## src/hw/floor_pkg.sv

```systemverilog
// Floor request package with floor sizes, the floor type and the car motion states
package floor_pkg;

    ////////////////////////////////////////////////////////////////////////////
    // Sizes
    ////////////////////////////////////////////////////////////////////////////

    localparam int NUM_FLOORS  = 11;
    localparam int FLOOR_W     = 4;
    localparam int STACK_DEPTH = 11;

    // Stack pointer runs from 0 (empty) to STACK_DEPTH (full)
    localparam int PTR_W       = $clog2(STACK_DEPTH + 1);

    // Floor number, 0 is the ground floor
    typedef logic [FLOOR_W-1:0] floor_t;

    ////////////////////////////////////////////////////////////////////////////
    // Motion controller state
    ////////////////////////////////////////////////////////////////////////////

    // Stop states first so that a single compare finds them
    typedef enum logic [5:0] {
        STOP_FL1 = 6'd0,
        STOP_FL2, STOP_FL3, STOP_FL4, STOP_FL5, STOP_FL6,
        STOP_FL7, STOP_FL8, STOP_FL9, STOP_FL10, STOP_FL11,
        // Travelling up between two floors
        UP_F1_F2 = 6'd11,
        UP_F2_F3, UP_F3_F4, UP_F4_F5, UP_F5_F6, UP_F6_F7,
        UP_F7_F8, UP_F8_F9, UP_F9_F10, UP_F10_F11,
        // Travelling down between two floors
        DOWN_F11_F10 = 6'd21,
        DOWN_F10_F9, DOWN_F9_F8, DOWN_F8_F7, DOWN_F7_F6,
        DOWN_F6_F5, DOWN_F5_F4, DOWN_F4_F3, DOWN_F3_F2, DOWN_F2_F1,
        EMERGENCY = 6'd31
    } car_state_t;

    // True when the car stands at a floor
    function automatic logic is_stop_state(car_state_t state);
        return state <= STOP_FL11;
    endfunction

endpackage

```

## src/hw/request_if.sv

```systemverilog
// Request bus between the light, stack and dispatch blocks
`timescale 1ns/1ps

interface request_if;

    // From the light block
    logic              push;
    floor_pkg::floor_t push_floor;
    logic              flush;

    // From the stack
    floor_pkg::floor_t top_floor;
    logic              empty;
    logic              full;

    // From dispatch
    logic              pop;
    logic              car_stopped;

    modport lights (
        output push, push_floor, flush,
        input  full, car_stopped
    );

    modport stack (
        input  push, push_floor, pop, flush,
        output top_floor, empty, full
    );

    modport dispatch (
        input  top_floor, empty, flush,
        output pop, car_stopped
    );

endinterface

```

## src/hw/request_lights.sv

```systemverilog
// Button acceptance into hall and panel lights, with the flush condition
`timescale 1ns/1ps

module request_lights (
    input  logic                             clock,
    input  logic                             reset_n,
    input  logic [floor_pkg::NUM_FLOORS-1:0] call_buttons,
    input  logic [floor_pkg::NUM_FLOORS-1:0] panel_buttons,
    input  logic                             power_switch,
    input  logic                             emergency,
    input  floor_pkg::floor_t                current_floor,
    request_if.lights                        req,
    output logic [floor_pkg::NUM_FLOORS-1:0] call_lights,
    output logic [floor_pkg::NUM_FLOORS-1:0] panel_lights
);

    logic [floor_pkg::NUM_FLOORS-1:0] cur_mask;
    logic [floor_pkg::NUM_FLOORS-1:0] panel_cand;
    logic [floor_pkg::NUM_FLOORS-1:0] call_cand;
    logic [floor_pkg::NUM_FLOORS-1:0] accept_mask;
    logic [floor_pkg::NUM_FLOORS-1:0] clear_mask;
    logic                             use_panel;
    logic                             accept;
    floor_pkg::floor_t                accept_floor;

    // Lowest set bit of a button vector
    function automatic floor_pkg::floor_t lowest_set(logic [floor_pkg::NUM_FLOORS-1:0] vec);
        floor_pkg::floor_t idx;
        idx = '0;
        for (int i = floor_pkg::NUM_FLOORS - 1; i >= 0; i--) begin
            if (vec[i]) begin
                idx = floor_pkg::floor_t'(i);
            end
        end
        return idx;
    endfunction

    ////////////////////////////////////////////////////////////////////////////
    // Acceptance
    ////////////////////////////////////////////////////////////////////////////

    always_comb begin
        cur_mask = '0;
        if (current_floor < floor_pkg::NUM_FLOORS) begin
            cur_mask[current_floor] = 1'b1;
        end
    end

    // Power off or emergency flushes the whole request path
    assign req.flush = !power_switch || emergency;

    // Candidates are pressed, not yet lit, and not the floor the car is at
    assign panel_cand = panel_buttons & ~panel_lights & ~cur_mask;
    assign call_cand  = call_buttons & ~call_lights & ~cur_mask;

    // Panel wins; a passed-over hall press stays unlit and is retried
    assign use_panel    = |panel_cand;
    assign accept       = !req.flush && (use_panel || |call_cand);
    assign accept_floor = use_panel ? lowest_set(panel_cand) : lowest_set(call_cand);

    always_comb begin
        accept_mask = '0;
        accept_mask[accept_floor] = accept;
    end

    // Stack ignores a push when full, so hold it back here as well
    assign req.push       = accept && !req.full;
    assign req.push_floor = accept_floor;

    ////////////////////////////////////////////////////////////////////////////
    // Light registers
    ////////////////////////////////////////////////////////////////////////////

    assign clear_mask = req.car_stopped ? cur_mask : '0;

    always_ff @(posedge clock or negedge reset_n) begin
        if (!reset_n) begin
            panel_lights <= '0;
            call_lights  <= '0;
        end else if (req.flush) begin
            panel_lights <= '0;
            call_lights  <= '0;
        end else begin
            panel_lights <= (panel_lights | (use_panel ? accept_mask : '0)) & ~clear_mask;
            call_lights  <= (call_lights | (use_panel ? '0 : accept_mask)) & ~clear_mask;
        end
    end

    // A pushed floor shows its light after the edge
    a_push_sets_light: assert property (
        @(posedge clock) disable iff (!reset_n)
        req.push |=> (panel_lights[$past(req.push_floor)]
                      || call_lights[$past(req.push_floor)])
    ) else $error("pushed floor has no light on");

endmodule

```

## src/hw/floor_stack.sv

```systemverilog
// Last-in-first-out store of requested floors with full and empty flags
`timescale 1ns/1ps

module floor_stack (
    input  logic      clock,
    input  logic      reset_n,
    request_if.stack  req
);

    floor_pkg::floor_t               entries [floor_pkg::STACK_DEPTH];
    logic [floor_pkg::PTR_W-1:0]     ptr;
    logic [floor_pkg::PTR_W-1:0]     ptr_pop;
    logic                            do_pop;
    logic                            do_push;

    ////////////////////////////////////////////////////////////////////////////
    // Pointer update, pop first then push
    ////////////////////////////////////////////////////////////////////////////

    assign do_pop  = req.pop && !req.empty;
    assign ptr_pop = ptr - floor_pkg::PTR_W'(do_pop);

    // A push fits if the pop in the same cycle made room
    assign do_push = req.push && (ptr_pop < floor_pkg::STACK_DEPTH);

    always_ff @(posedge clock or negedge reset_n) begin
        if (!reset_n) begin
            ptr <= '0;
        end else if (req.flush) begin
            ptr <= '0;
        end else begin
            ptr <= ptr_pop + floor_pkg::PTR_W'(do_push);
        end
    end

    // Entries above the pointer are dead and never read
    always_ff @(posedge clock) begin
        if (do_push && !req.flush) begin
            entries[ptr_pop] <= req.push_floor;
        end
    end

    ////////////////////////////////////////////////////////////////////////////
    // Status
    ////////////////////////////////////////////////////////////////////////////

    assign req.empty     = (ptr == '0);
    assign req.full      = (ptr == floor_pkg::PTR_W'(floor_pkg::STACK_DEPTH));
    assign req.top_floor = req.empty ? '0 : entries[ptr - 1'b1];

    a_ptr_in_range: assert property (
        @(posedge clock) disable iff (!reset_n) ptr <= floor_pkg::STACK_DEPTH
    ) else $error("stack pointer out of range: %0d", ptr);

endmodule

```

## src/hw/car_dispatch.sv

```systemverilog
// Target floor selection, direction, activate, pop on arrival and door permits
`timescale 1ns/1ps

module car_dispatch (
    input  floor_pkg::floor_t     current_floor,
    input  floor_pkg::car_state_t car_state,
    input  logic                  door_open_btn,
    input  logic                  door_close_btn,
    request_if.dispatch           req,
    output floor_pkg::floor_t     target_floor,
    output logic                  direction_up,
    output logic                  activate,
    output logic                  door_open_allowed,
    output logic                  door_close_allowed
);

    logic              stopped;
    logic              live;
    floor_pkg::floor_t target;

    ////////////////////////////////////////////////////////////////////////////
    // Target
    ////////////////////////////////////////////////////////////////////////////

    assign stopped         = floor_pkg::is_stop_state(car_state);
    assign req.car_stopped = stopped;

    // Stack top is a real request only when something is stored and no flush
    assign live = !req.empty && !req.flush;

    // Without a request the target just reads back the current floor
    assign target       = live ? req.top_floor : current_floor;
    assign target_floor = target;

    assign direction_up = target > current_floor;

    // Start the car only from a stop and only toward another floor
    assign activate = stopped && !req.flush && (target != current_floor);

    ////////////////////////////////////////////////////////////////////////////
    // Arrival
    ////////////////////////////////////////////////////////////////////////////

    // Standing at the requested floor retires the top entry
    assign req.pop = stopped && live && (req.top_floor == current_floor);

    ////////////////////////////////////////////////////////////////////////////
    // Doors
    ////////////////////////////////////////////////////////////////////////////

    // Doors only while standing, and never during power loss or emergency
    assign door_open_allowed  = door_open_btn && stopped && !req.flush;
    assign door_close_allowed = door_close_btn && stopped && !req.flush;

endmodule

```

## src/hw/floor_request_top.sv

```systemverilog
// Floor request controller top level joining lights, request stack and dispatch
`timescale 1ns/1ps

module floor_request_top (
    input  logic                             clock,
    input  logic                             reset_n,
    input  logic [floor_pkg::NUM_FLOORS-1:0] call_buttons,
    input  logic [floor_pkg::NUM_FLOORS-1:0] panel_buttons,
    input  logic                             door_open_btn,
    input  logic                             door_close_btn,
    input  logic                             emergency,
    input  logic                             power_switch,
    input  floor_pkg::floor_t                current_floor,
    input  floor_pkg::car_state_t            car_state,
    output floor_pkg::floor_t                target_floor,
    output logic                             direction_up,
    output logic                             activate,
    output logic [floor_pkg::NUM_FLOORS-1:0] call_lights,
    output logic [floor_pkg::NUM_FLOORS-1:0] panel_lights,
    output logic                             door_open_allowed,
    output logic                             door_close_allowed
);

    request_if req ();

    // Buttons in, lights out, push and flush onto the bus
    request_lights u_lights (
        .clock         (clock),
        .reset_n       (reset_n),
        .call_buttons  (call_buttons),
        .panel_buttons (panel_buttons),
        .power_switch  (power_switch),
        .emergency     (emergency),
        .current_floor (current_floor),
        .req           (req.lights),
        .call_lights   (call_lights),
        .panel_lights  (panel_lights)
    );

    floor_stack u_stack (
        .clock   (clock),
        .reset_n (reset_n),
        .req     (req.stack)
    );

    // Talks to the motion controller
    car_dispatch u_dispatch (
        .current_floor      (current_floor),
        .car_state          (car_state),
        .door_open_btn      (door_open_btn),
        .door_close_btn     (door_close_btn),
        .req                (req.dispatch),
        .target_floor       (target_floor),
        .direction_up       (direction_up),
        .activate           (activate),
        .door_open_allowed  (door_open_allowed),
        .door_close_allowed (door_close_allowed)
    );

endmodule

```

## config.mk

```make
export PLATFORM = sky130hd
export DESIGN_NAME = floor_request_top
export DESIGN_NICKNAME = d
export VERILOG_FILES = /design/src/hw/floor_pkg.sv /design/src/hw/request_if.sv /design/src/hw/request_lights.sv /design/src/hw/floor_stack.sv /design/src/hw/car_dispatch.sv /design/src/hw/floor_request_top.sv
export SDC_FILE = /design/constraint.sdc
export NUM_CORES = 1
export LEC_CHECK = 0
export BUFFER_PORTS_ARGS = -buffer_cell sky130_fd_sc_hd__buf_2
export CAP_MARGIN = 10
export CORE_MARGIN = 3
export CORE_UTILIZATION = 35
export DETAILED_ROUTE_END_ITERATION = 12
export GPL_ROUTABILITY_DRIVEN = 1
export GPL_TIMING_DRIVEN = 0
export MAX_ROUTING_LAYER = met4
export PLACE_DENSITY_LB_ADDON = 0.05
export SETUP_SLACK_MARGIN = 0.1
export SKIP_CTS_REPAIR_TIMING = 1
export SYNTH_ARGS = -nofsm -noshare
export SYNTH_HDL_FRONTEND = slang
export SYNTH_SLANG_ARGS = --single-unit
```

## constraint.sdc

```tcl
create_clock -name clock -period 5 [get_ports clock]
set_input_delay 0.25 -clock clock [delete_from_list [all_inputs] [get_ports clock]]
set_output_delay 0.25 -clock clock [all_outputs]
set_load 0.02 [all_outputs]
```

==> summary.txt, run 1 <==
CTS Root Cell: clkbuf_16
DRT iter0 DRCs: 248
GRT Total Usage: 19.0%
Largest net degree at the start of global routing: 27
Drt drc: 0
Final Hold Violating Endpoints: 0
Post-synth ARST share: 37.1%
CP arrival: 4.75 ns
Ys Warns: 0
WP buf/inv: 4
Routed wire length: 12100 microns
# clock sinks: 70
First drt pass iteration count: 5
CP max-delay cell: dfrtp_1
Clock slew at reported path FFs: 0.06 ns
Multi-input logic area: 2150 sq um
Yosys cell types: 72
Initial Util: 36.3%
Net count, final: 503
TritonCTS clock tree: done
# fillers: 1132
I/O pins: 68
Netlist Area Pre-Place: 4220 sq um
CP Class: flop to flop
Final Skew: 0.00698 ns
Area growth syn-to-layout: 20.8%
Fmax: 211 MHz
Initial antenna violation count: 0
HP Class: primary input to flop
Post-synth EDFFs: 44
Final TNS setup: 0 ns
H-tree Lvls: 3
Synth Flop Type: edfxtp_1
N_diodes: 0
Max-Cap Viols: 0
WP data required: 5.02 ns
Number of vias per cell: 5.67
Crit path cell chain: clkbuf_4 -> buf_8 -> inv_1 -> ha_4 -> mux4_2 -> mux2_2 -> mux2_2 -> xnor2_1 -> nand4_1 -> nor3_2 -> ha_1 -> nor3b_2 -> xor2_2 -> a22o_1 -> a221oi_2 -> o31a_1 -> buf_6 -> and4_1
Synthesized area per cell: 11.2 sq um
Share of cells above drive strength 1: 27.8%
Worst-Margin Slew: 1.16 ns
Die H: 116 microns
RSZ-0062 raised after global routing: no
Port bufs: 65
Startpoint Class: flop
Yosys reg bits: 70
Leak: 2.07 nW
Status: finished, final reports clean
Fin crit period: 4.74 ns
Std-Cell Rows: 39
Worst-Skew Late Latency: 0.34 ns
WL per Instance: 20.0 microns
Max_slew headroom: 21.8%
Mapped Cells: 378
Num CTS Buffers: 9
Crit path largest cell delay: 0.35 ns
CTS Buffer Depth: 2
Crit path capture type: flop
Final Cycle Share: 94.7%
Final Max Tran Viols: 0
Placer's final routability congestion estimate: 0.895
Register area share after synthesis: 46.7%
Finished Layout Cells: 603
CP max FO: 10
Crit-path leading delay family: simple AND/OR/NAND/NOR gates
Synthesized Nets: 426
Die area: 13400 sq um
Placed Instances: 586
First-pass GRT wire length: 18400 microns
Peak VDD IR: 0.000129 V
Pwr dens: 277 nW/um^2
Grt ovf: 0
FF+latch area: 1970 sq um
Hpwl dp: 9130 microns
Cell mode on critical path: mux2_2
Vias in the first global route: 3210
Via count: 3420
Chip width: 116 microns
Core ar.: 11600 sq um
Remaining antenna violation count: 0
Count of final setup violators: 0
stage by stage:
| step | hold slack [ns] | util [%] | setup WS [ns] | area (sq um) | power (mW) |
|---|---|---|---|---|---|
| floorplan | -0.0456 | - | 0.404 | 4220 | 0.756 |
| global placement | 0.308 | 40.7 | -0.837 | 4720 | 0.823 |
| detailed placement | 0.322 | 40.7 | -0.778 | 4720 | 0.824 |
| CTS | -0.0521 | 43.1 | -0.807 | 5000 | 1.42 |
| global route | 0.435 | 43.9 | 0.0720 | 5100 | 1.47 |
| finish | 0.398 | 43.9 | 0.264 | 5100 | 1.41 |
kinds of logic after synthesis:
family	Yosys count	synth area share (%)
simple gates	129	19.5
compound gates	99	17.0
flops	70	46.7
buf+inv	38	4.06
mux	22	7.71
xor+xnor	10	2.08
fa+ha+maj	10	2.96
synth_stat cells (3+ instances only):
cell type | count | share of area (%)
a22oi_1 | 3 | 0.53
and4bb_2 | 3 | 0.89
and2_1 | 3 | 0.44
nand2b_1 | 15 | 2.2
dfrtp_1 | 26 | 15
buf_2 | 5 | 0.59
nor2b_1 | 10 | 1.5
o211ai_1 | 3 | 0.53
o32a_1 | 3 | 0.71
nor2_1 | 14 | 1.2
a22o_1 | 3 | 0.62
clkbuf_1 | 8 | 0.71
and3_1 | 6 | 0.89
buf_6 | 3 | 0.80
inv_1 | 22 | 2.0
mux2i_1 | 10 | 2.4
o21ai_1 | 9 | 1.1
o22ai_1 | 4 | 0.59
a21oi_1 | 15 | 1.8
a211oi_1 | 5 | 0.89
nor3_1 | 8 | 0.95
o21ai_0 | 8 | 0.95
o2111ai_1 | 3 | 0.62
o21a_1 | 4 | 0.71
o31ai_1 | 6 | 1.1
xnor2_1 | 5 | 1.0
nor3b_1 | 4 | 0.71
a41oi_1 | 3 | 0.62
mux4_2 | 8 | 4.3
edfxtp_1 | 44 | 31
and4_1 | 9 | 1.9
nand2_1 | 28 | 2.5
ha_1 | 10 | 3.0
o22a_1 | 3 | 0.62
o32ai_1 | 5 | 1.0
mux2_2 | 4 | 1.1
or2_2 | 3 | 0.44
xor2_1 | 5 | 1.0
final timing paths:
path | slack, ns | depth (start not counted) | to | from
worst min-delay path | 0.40 | 3 | u_stack.ptr[0] | emergency
min in group asynchronous | 0.47 | 2 | u_lights.call_lights[5] | reset_n
max in group asynchronous | 4.11 | 2 | u_lights.call_lights[10] | reset_n
worst min register to register | 0.49 | 2 | u_lights.call_lights[6] | u_lights.call_lights[6]
worst max-delay path | 0.26 | 18 | u_stack.entries[1][0] | u_stack.ptr[0]
worst max register to register | 0.26 | 18 | u_stack.entries[1][0] | u_stack.ptr[0]
flip-flops by register name, indices dropped and copies added (netlist names):
name / count
u_stack.entries: 44
u_lights.call_lights: 11
u_lights.panel_lights: 11
u_stack.ptr: 4
placed cells by master (no fill, tap or decap), types with 10 or more instances in the layout:
cell and n:
buf_2 69, edfxtp_1 44, nand2_1 28, dfrtp_1 26, inv_1 22, nand2b_1 15
a21oi_1 15, nor2_1 14, nor2b_1 10
final cells by class:
cell class / count / area share, %
multi-input combinational: 270 / 42.1
sequential: 70 / 38.7
timing repair buffer: 66 / 6.58
clock buffer: 9 / 4.42
tap: 143 / 3.51
buffer: 16 / 2.16
inverter: 22 / 1.62
clock inverter: 7 / 0.981
power breakdown:
group / switching, mW / internal (mW)
Combinational: 0.122 / 0.0695
Clock: 0.258 / 0.336
Sequential: 0.00228 / 0.624
worst reg2reg max path, delay by kind of cell (launching register included):
| kind | cells | cell delay (ns) |
|---|---|---|
| buf+inv | 4 | 0.61 |
| xor+xnor | 2 | 0.32 |
| flops | 1 | 0.35 |
| simple gates | 4 | 0.93 |
| fa+ha+maj | 2 | 0.55 |
| compound gates | 3 | 0.71 |
| mux | 3 | 0.92 |
per-layer routing:
metal,part of all wire (%),track usage (%),vias to the layer above
li1,-,-,1620
met1,53,30.3,1675
met2,41,24.6,116
met3,5.7,2.98,9
met4,0.86,5.10,0
met5,0,-,-
No activity file was read; power rests on OpenSTA's default activity.
==> run 2, diff against run 1 <==
--- a/config.mk
+++ b/config.mk
@@ -7,13 +7,13 @@
 export LEC_CHECK = 0
 export BUFFER_PORTS_ARGS = -buffer_cell sky130_fd_sc_hd__buf_2
 export CAP_MARGIN = 10
-export CORE_MARGIN = 3
+export CORE_MARGIN = 1.5
 export CORE_UTILIZATION = 35
+export CTS_BUF_LIST = sky130_fd_sc_hd__clkbuf_4
 export DETAILED_ROUTE_END_ITERATION = 12
 export GPL_ROUTABILITY_DRIVEN = 1
 export GPL_TIMING_DRIVEN = 0
 export MAX_ROUTING_LAYER = met4
-export PLACE_DENSITY_LB_ADDON = 0.05
 export SETUP_SLACK_MARGIN = 0.1
 export SKIP_CTS_REPAIR_TIMING = 1
 export SYNTH_ARGS = -nofsm -noshare
==> run 2 against run 1 <==
Compared with the run above: count of clock-buffer cells in the layout grew 1; final area shrank 2.2%; final cell count grew 0.17%; combinational power is essentially flat; die area shrank 5.1%; maximum frequency grew 3.7%; critical path type unchanged; register-to-register slack gained 0.17 ns; non-clock buffer count grew 1; core utilization shrank 0.79 points; first-iteration DRC count shrank 0.40%; clock skew grew 0.0090 ns.
==> summary.txt, run 2 (synthesis gave the netlist of run 1 again) <==
# clock sinks: 70 (unchanged)
Layout Utilization: 43.1% (-0.79 points)
Num CTS Buffers: 9 (unchanged)
Crit path cell chain: buf_4 -> buf_8 -> inv_1 -> ha_4 -> mux4_2 -> mux2_2 -> mux2_2 -> xnor2_1 -> nand4_1 -> nor3_2 -> ha_1 -> nor3b_4 -> xor2_2 -> a22o_1 -> a221oi_2 -> o31a_1 -> buf_6 -> and4_1
Die H: 113 microns (-2.6%)
WL per Instance: 18.9 microns (-5.5%)
First-pass GRT wire length: 18500 microns (+0.53%)
Net count, final: 504 (+0.20%)
Fin crit period: 4.57 ns (-0.167 ns)
H-tree Lvls: 3 (unchanged)
Core ar.: 11600 sq um (-0.42%)
WP data required: 5.13 ns (+0.11 ns)
Multi-input logic area: 2160 sq um (+0.64%)
GRT Total Usage: 19.3% (+0.28 points)
Area growth syn-to-layout: 18.2%
Port bufs: 65 (unchanged)
Design Area, Final: 4990 sq um (-2.2%)
Number of vias per cell: 5.75 (+1.3%)
CTS Root Cell: clkbuf_4
Leak: 2.01 nW (-2.8%)
Peak VDD IR: 0.000126 V (-2.5%)
CTS Buffer Depth: 2 (unchanged)
Count of final setup violators: 0 (unchanged)
Share of cells above drive strength 1: 28.4% (+0.59 points)
Cell Area, Placed: 4720 sq um (unchanged)
Final Max Tran Viols: 0 (unchanged)
DRT iter0 DRCs: 247 (-0.40%)
Biggest regs: u_stack.entries x44, u_lights.call_lights x11, u_lights.panel_lights x11
Initial Util: 36.5% (+0.15 points)
Final TNS setup: 0 ns (unchanged)
Final Cycle Share: 91.4% (-3.3 points)
CP max-delay cell: dfrtp_1
Clock slew at reported path FFs: 0.11 ns (+0.05 ns)
Fmax: 219 MHz (+3.7%)
Commonest non-fill, non-tap cell in the layout: buf_2
Crit path capture type: flop
Std-Cell Rows: 39 (unchanged)
Routed wire length: 11400 microns (-5.3%)
Max_slew headroom: 27.6% (+5.8 points)
FF+latch area: 1970 sq um (unchanged)
Via count: 3470 (+1.5%)
CP Class: flop to flop
Cell mode on critical path: mux2_2
Remaining antenna violation count: 0 (unchanged)
Status: finished, final reports clean
Initial antenna violation count: 0 (unchanged)
Crit path largest cell delay: 0.37 ns (+0.02 ns)
Max-Cap Viols: 0 (unchanged)
HP Class: primary input to flop
Most frequent cells in the layout: buf_2, edfxtp_1, nand2_1
Final Hold Violating Endpoints: 0 (unchanged)
Total power: 1.20 mW (-15%)
CP arrival: 4.70 ns (-0.05 ns)
I/O pins: 68 (unchanged)
Grt ovf: 0 (unchanged)
Vias in the first global route: 3483 (+8.5%)
Max FFs per register: 44 (unchanged)
Largest reg by FF count: u_stack.entries
TritonCTS clock tree: done
# fillers: 1081 (-4.5%)
Drt drc: 0 (unchanged)
Chip width: 113 microns (-2.6%)
Final Skew: 0.0160 ns (+0.00901 ns)
Worst-Margin Slew: 1.08 ns (-0.0849 ns)
Crit-path leading delay family: multiplexers
Worst-Skew Late Latency: 0.45 ns (+0.11 ns)
WP buf/inv: 4 (unchanged)
Hpwl dp: 8400 microns (-8.0%)
Pwr dens: 240 nW/um^2 (-13%)
Largest net degree at the start of global routing: 27 (unchanged)
First drt pass iteration count: 5 (unchanged)
Die area: 12700 sq um (-5.1%)
Startpoint Class: flop
CP max FO: 10 (unchanged)
N_diodes: 0 (unchanged)
Placed Instances: 586 (unchanged)
Placer's final routability congestion estimate: 0.952 (+6.4%)
RSZ-0062 raised after global routing: no
Finished Layout Cells: 604 (+0.17%)
[run 2: where the power goes]
part | leakage, nW | total, mW | switching, mW | internal, mW
sequential | 0.762 | 0.626 | 0.00263 | 0.624
combinational | 1.18 | 0.192 | 0.122 | 0.0702
clock | 0.0692 | 0.379 | 0.219 | 0.160
total | 2.01 | 1.20 | 0.344 | 0.854
[run 2: cell type report]
class	count	area share (%)
Multi-Input combinational cell	270	43.3
Tap cell	143	3.59
Clock buffer	10	1.51
Clock inverter	6	1.40
Buffer	16	2.13
Inverter	22	1.66
Sequential cell	70	39.5
Timing Repair Buffer	67	6.87
[run 2: path summary, 6_finish.rpt]
check | cells past startpoint | endpoint | start | slack, ns
worst max register to register | 18 | u_stack.entries[1][3] | u_stack.ptr[0] | 0.43
worst max-delay path | 18 | u_stack.entries[1][3] | u_stack.ptr[0] | 0.43
worst min-delay path | 3 | u_stack.ptr[0] | emergency | 0.30
max in group asynchronous | 2 | u_stack.ptr[2] | reset_n | 4.24
worst min register to register | 1 | u_lights.call_lights[1] | u_lights.call_lights[1] | 0.52
min in group asynchronous | 2 | u_lights.panel_lights[0] | reset_n | 0.34
[run 2: worst register-to-register path, stage by stage, from the launching register on]
cell,delay (ns)
dfrtp_1,0.37
buf_4,0.18
buf_8,0.17
inv_1,0.10
ha_4,0.33
mux4_2,0.32
mux2_2,0.28
mux2_2,0.30
xnor2_1,0.15
nand4_1,0.13
nor3_2,0.17
ha_1,0.20
nor3b_4,0.22
xor2_2,0.16
a22o_1,0.24
a221oi_2,0.23
o31a_1,0.24
buf_6,0.15
and4_1,0.34
[run 2: routing by layer]
layer  wire (microns)  vias up  global-route usage [%]
met5                0        -                       -
met4              172        0                    5.57
met3              640       16                    3.75
met2             5200      122                    28.9
met1             5420     1709                    26.8
li1                 -     1623                       -
[run 2: stage by stage]
stage                     setup WS, ns  hold WS, ns
after detailed placement        -0.769        0.304
final                            0.431        0.303
after floorplan                  0.404      -0.0456
after CTS                       -0.790       -0.196
after global placement          -0.708        0.289
after global routing             0.134        0.326
==> run 3, diff against run 2 <==
--- a/config.mk
+++ b/config.mk
@@ -8,12 +8,13 @@
 export BUFFER_PORTS_ARGS = -buffer_cell sky130_fd_sc_hd__buf_2
 export CAP_MARGIN = 10
 export CORE_MARGIN = 1.5
-export CORE_UTILIZATION = 35
+export CORE_UTILIZATION = 59
 export CTS_BUF_LIST = sky130_fd_sc_hd__clkbuf_4
 export DETAILED_ROUTE_END_ITERATION = 12
 export GPL_ROUTABILITY_DRIVEN = 1
 export GPL_TIMING_DRIVEN = 0
 export MAX_ROUTING_LAYER = met4
+export PLACE_DENSITY = 0.83
 export SETUP_SLACK_MARGIN = 0.1
 export SKIP_CTS_REPAIR_TIMING = 1
 export SYNTH_ARGS = -nofsm -noshare
==> run 3 against run 2 <==
Compared with the run above: flip-flop and latch count unchanged; core utilization up 29 points; global-route usage up 13 points; final area down 0.85%; final cell count down 7.6%; first-iteration DRC count up 82%; worst setup slack worse by 0.22 ns; maximum frequency down 4.6%; clock skew up 0.0043 ns; non-clock buffer count up 1; count of clock-buffer cells in the layout unchanged; via count up 3.4%.
==> summary.txt, run 3 (synthesis gave the netlist of run 1 again) <==
Status: finished, final reports clean
Via count: 3588 (+3.4%)
Hold Path Origin: emergency
GRT Total Usage: 32.8% (+13 points)
Max_slew headroom: 12.2% (-15 points)
Largest net degree at the start of global routing: 27 (unchanged)
Std-Cell Rows: 30 (-23%)
DRT iter0 DRCs: 450 (+82%)
Initial Util: 61.4% (+25 points)
Hold slack: 0.299 ns (-0.00408 ns)
Grt ovf: 0 (unchanged)
# fillers: 530 (-51%)
Cell Area, Placed: 4670 sq um (-1.2%)
Multi-input logic area: 2170 sq um (+0.64%)
I/O pins: 68 (unchanged)
Final Hold Violating Endpoints: 0 (unchanged)
Drt drc: 0 (unchanged)
Max FFs per register: 44 (unchanged)
Startpoint Class: flop
Worst-Margin Slew: 1.31 ns (+0.228 ns)
Design Area, Final: 4940 sq um (-0.85%)
Routed wire length: 11800 microns (+3.5%)
Remaining antenna violation count: 0 (unchanged)
Fin crit period: 4.79 ns (+0.220 ns)
CP arrival: 4.89 ns (+0.19 ns)
Finished Layout Cells: 558 (-7.6%)
CTS Buffer Depth: 2 (unchanged)
First drt pass iteration count: 5 (unchanged)
Count of final setup violators: 0 (unchanged)
Fmax: 209 MHz (-4.6%)
Most frequent cells in the layout: buf_2, edfxtp_1, nand2_1
TritonCTS clock tree: done
Worst Setup SP: u_stack.ptr[0]
Placer's final routability congestion estimate: 0.965 (+1.3%)
Setup ws final: 0.211 ns (-0.220 ns)
Peak VDD IR: 0.000171 V (+35%)
Reg2reg start: u_stack.ptr[0]
WP data required: 5.10 ns (-0.03 ns)
Vias in the first global route: 3442 (-1.2%)
Biggest regs: u_stack.entries x44, u_lights.call_lights x11, u_lights.panel_lights x11
Net count, final: 505 (+0.20%)
Share of cells above drive strength 1: 28.6% (+0.15 points)
Placed Instances: 539 (-8.0%)
Pwr dens: 242 nW/um^2 (+0.77%)
Core ar.: 6870 sq um (-41%)
Max-Cap Viols: 0 (unchanged)
Die area: 7670 sq um (-40%)
CP max FO: 10 (unchanged)
HP Class: primary input to flop
N_diodes: 0 (unchanged)
Worst-Skew Late Latency: 0.43 ns (-0.02 ns)
Hpwl dp: 8730 microns (+3.8%)
Commonest non-fill, non-tap cell in the layout: buf_2
RSZ-0062 raised after global routing: no
Final Max Tran Viols: 0 (unchanged)
Port bufs: 65 (unchanged)
Crit path capture type: flop
FF+latch area: 1970 sq um (unchanged)
First-pass GRT wire length: 17800 microns (-3.7%)
Chip width: 87.6 microns (-22%)
Initial antenna violation count: 0 (unchanged)
# clock sinks: 70 (unchanged)
CTS Root Cell: clkbuf_4
Num CTS Buffers: 9 (unchanged)
Final Cycle Share: 95.8% (+4.4 points)
Die H: 87.6 microns (-22%)
H-tree Lvls: 3 (unchanged)
Clock slew at reported path FFs: 0.12 ns (about the same)
Largest reg by FF count: u_stack.entries
Area growth syn-to-layout: 17.2%
Number of vias per cell: 6.43 (+12%)
DP Worst Slack: -0.833 ns (-0.0639 ns)
Leak: 2.03 nW (+1.2%)
CP Class: flop to flop
Final Skew: 0.0203 ns (+0.00427 ns)
WL per Instance: 21.2 microns (+12%)
## run 3: metal layers
metal / vias up / GRT usage [%] / routed length [microns]
li1: 1626 / - / -
met1: 1728 / 44.8 / 5150
met2: 201 / 50.5 / 5440
met3: 33 / 5.18 / 888
met4: 0 / 10.7 / 350
met5: - / - / 0
## run 3: metrics by stage
stage                     util, %  total power [mW]  TNS (ns)
after global routing         72.0              1.24         0
after global placement       67.9             0.818    -28.94
after CTS                    69.9              1.18    -38.22
after detailed placement     67.9             0.822    -37.54
final                        72.0              1.20         0
after floorplan                 -             0.756         0
## run 3: final timing paths
path | slack [ns] | depth (start not counted) | endpoint
max | 0.21 | 18 | u_stack.entries[8][3]
min | 0.30 | 3 | u_stack.ptr[1]
max reg2reg | 0.21 | 18 | u_stack.entries[8][3]
min reg2reg | 0.50 | 2 | u_lights.panel_lights[3]
max in group asynchronous | 4.21 | 2 | u_lights.panel_lights[0]
min in group asynchronous | 0.37 | 2 | u_lights.call_lights[7]
## run 3: report_power, final
part | leakage, nW | switching (mW) | internal, mW
logic | 1.19 | 0.126 | 0.0715
clock network | 0.0805 | 0.214 | 0.158
registers | 0.762 | 0.00271 | 0.623
total | 2.03 | 0.343 | 0.853
## run 3: final cells by class
class	instances	area share [%]
inverters	22	1.67
multi-input cells	270	44.0
repair buffers	68	7.03
plain buffers	16	2.25
clock buffers	10	1.52
clock inverters	6	1.27
well taps	96	2.43
flip-flops and latches	70	39.9
## run 3: worst max-delay path, stage by stage (launching register included)
cell	delay [ns]
dfrtp_1	0.39
buf_4	0.19
buf_12	0.16
inv_1	0.09
ha_4	0.31
mux4_2	0.33
mux2_2	0.30
mux2_2	0.31
xnor2_2	0.16
nand4_1	0.14
nor3_2	0.20
ha_1	0.21
nor3b_4	0.31
xor2_4	0.16
a22o_1	0.24
a221oi_2	0.24
o31a_1	0.22
buf_6	0.14
and4_1	0.37
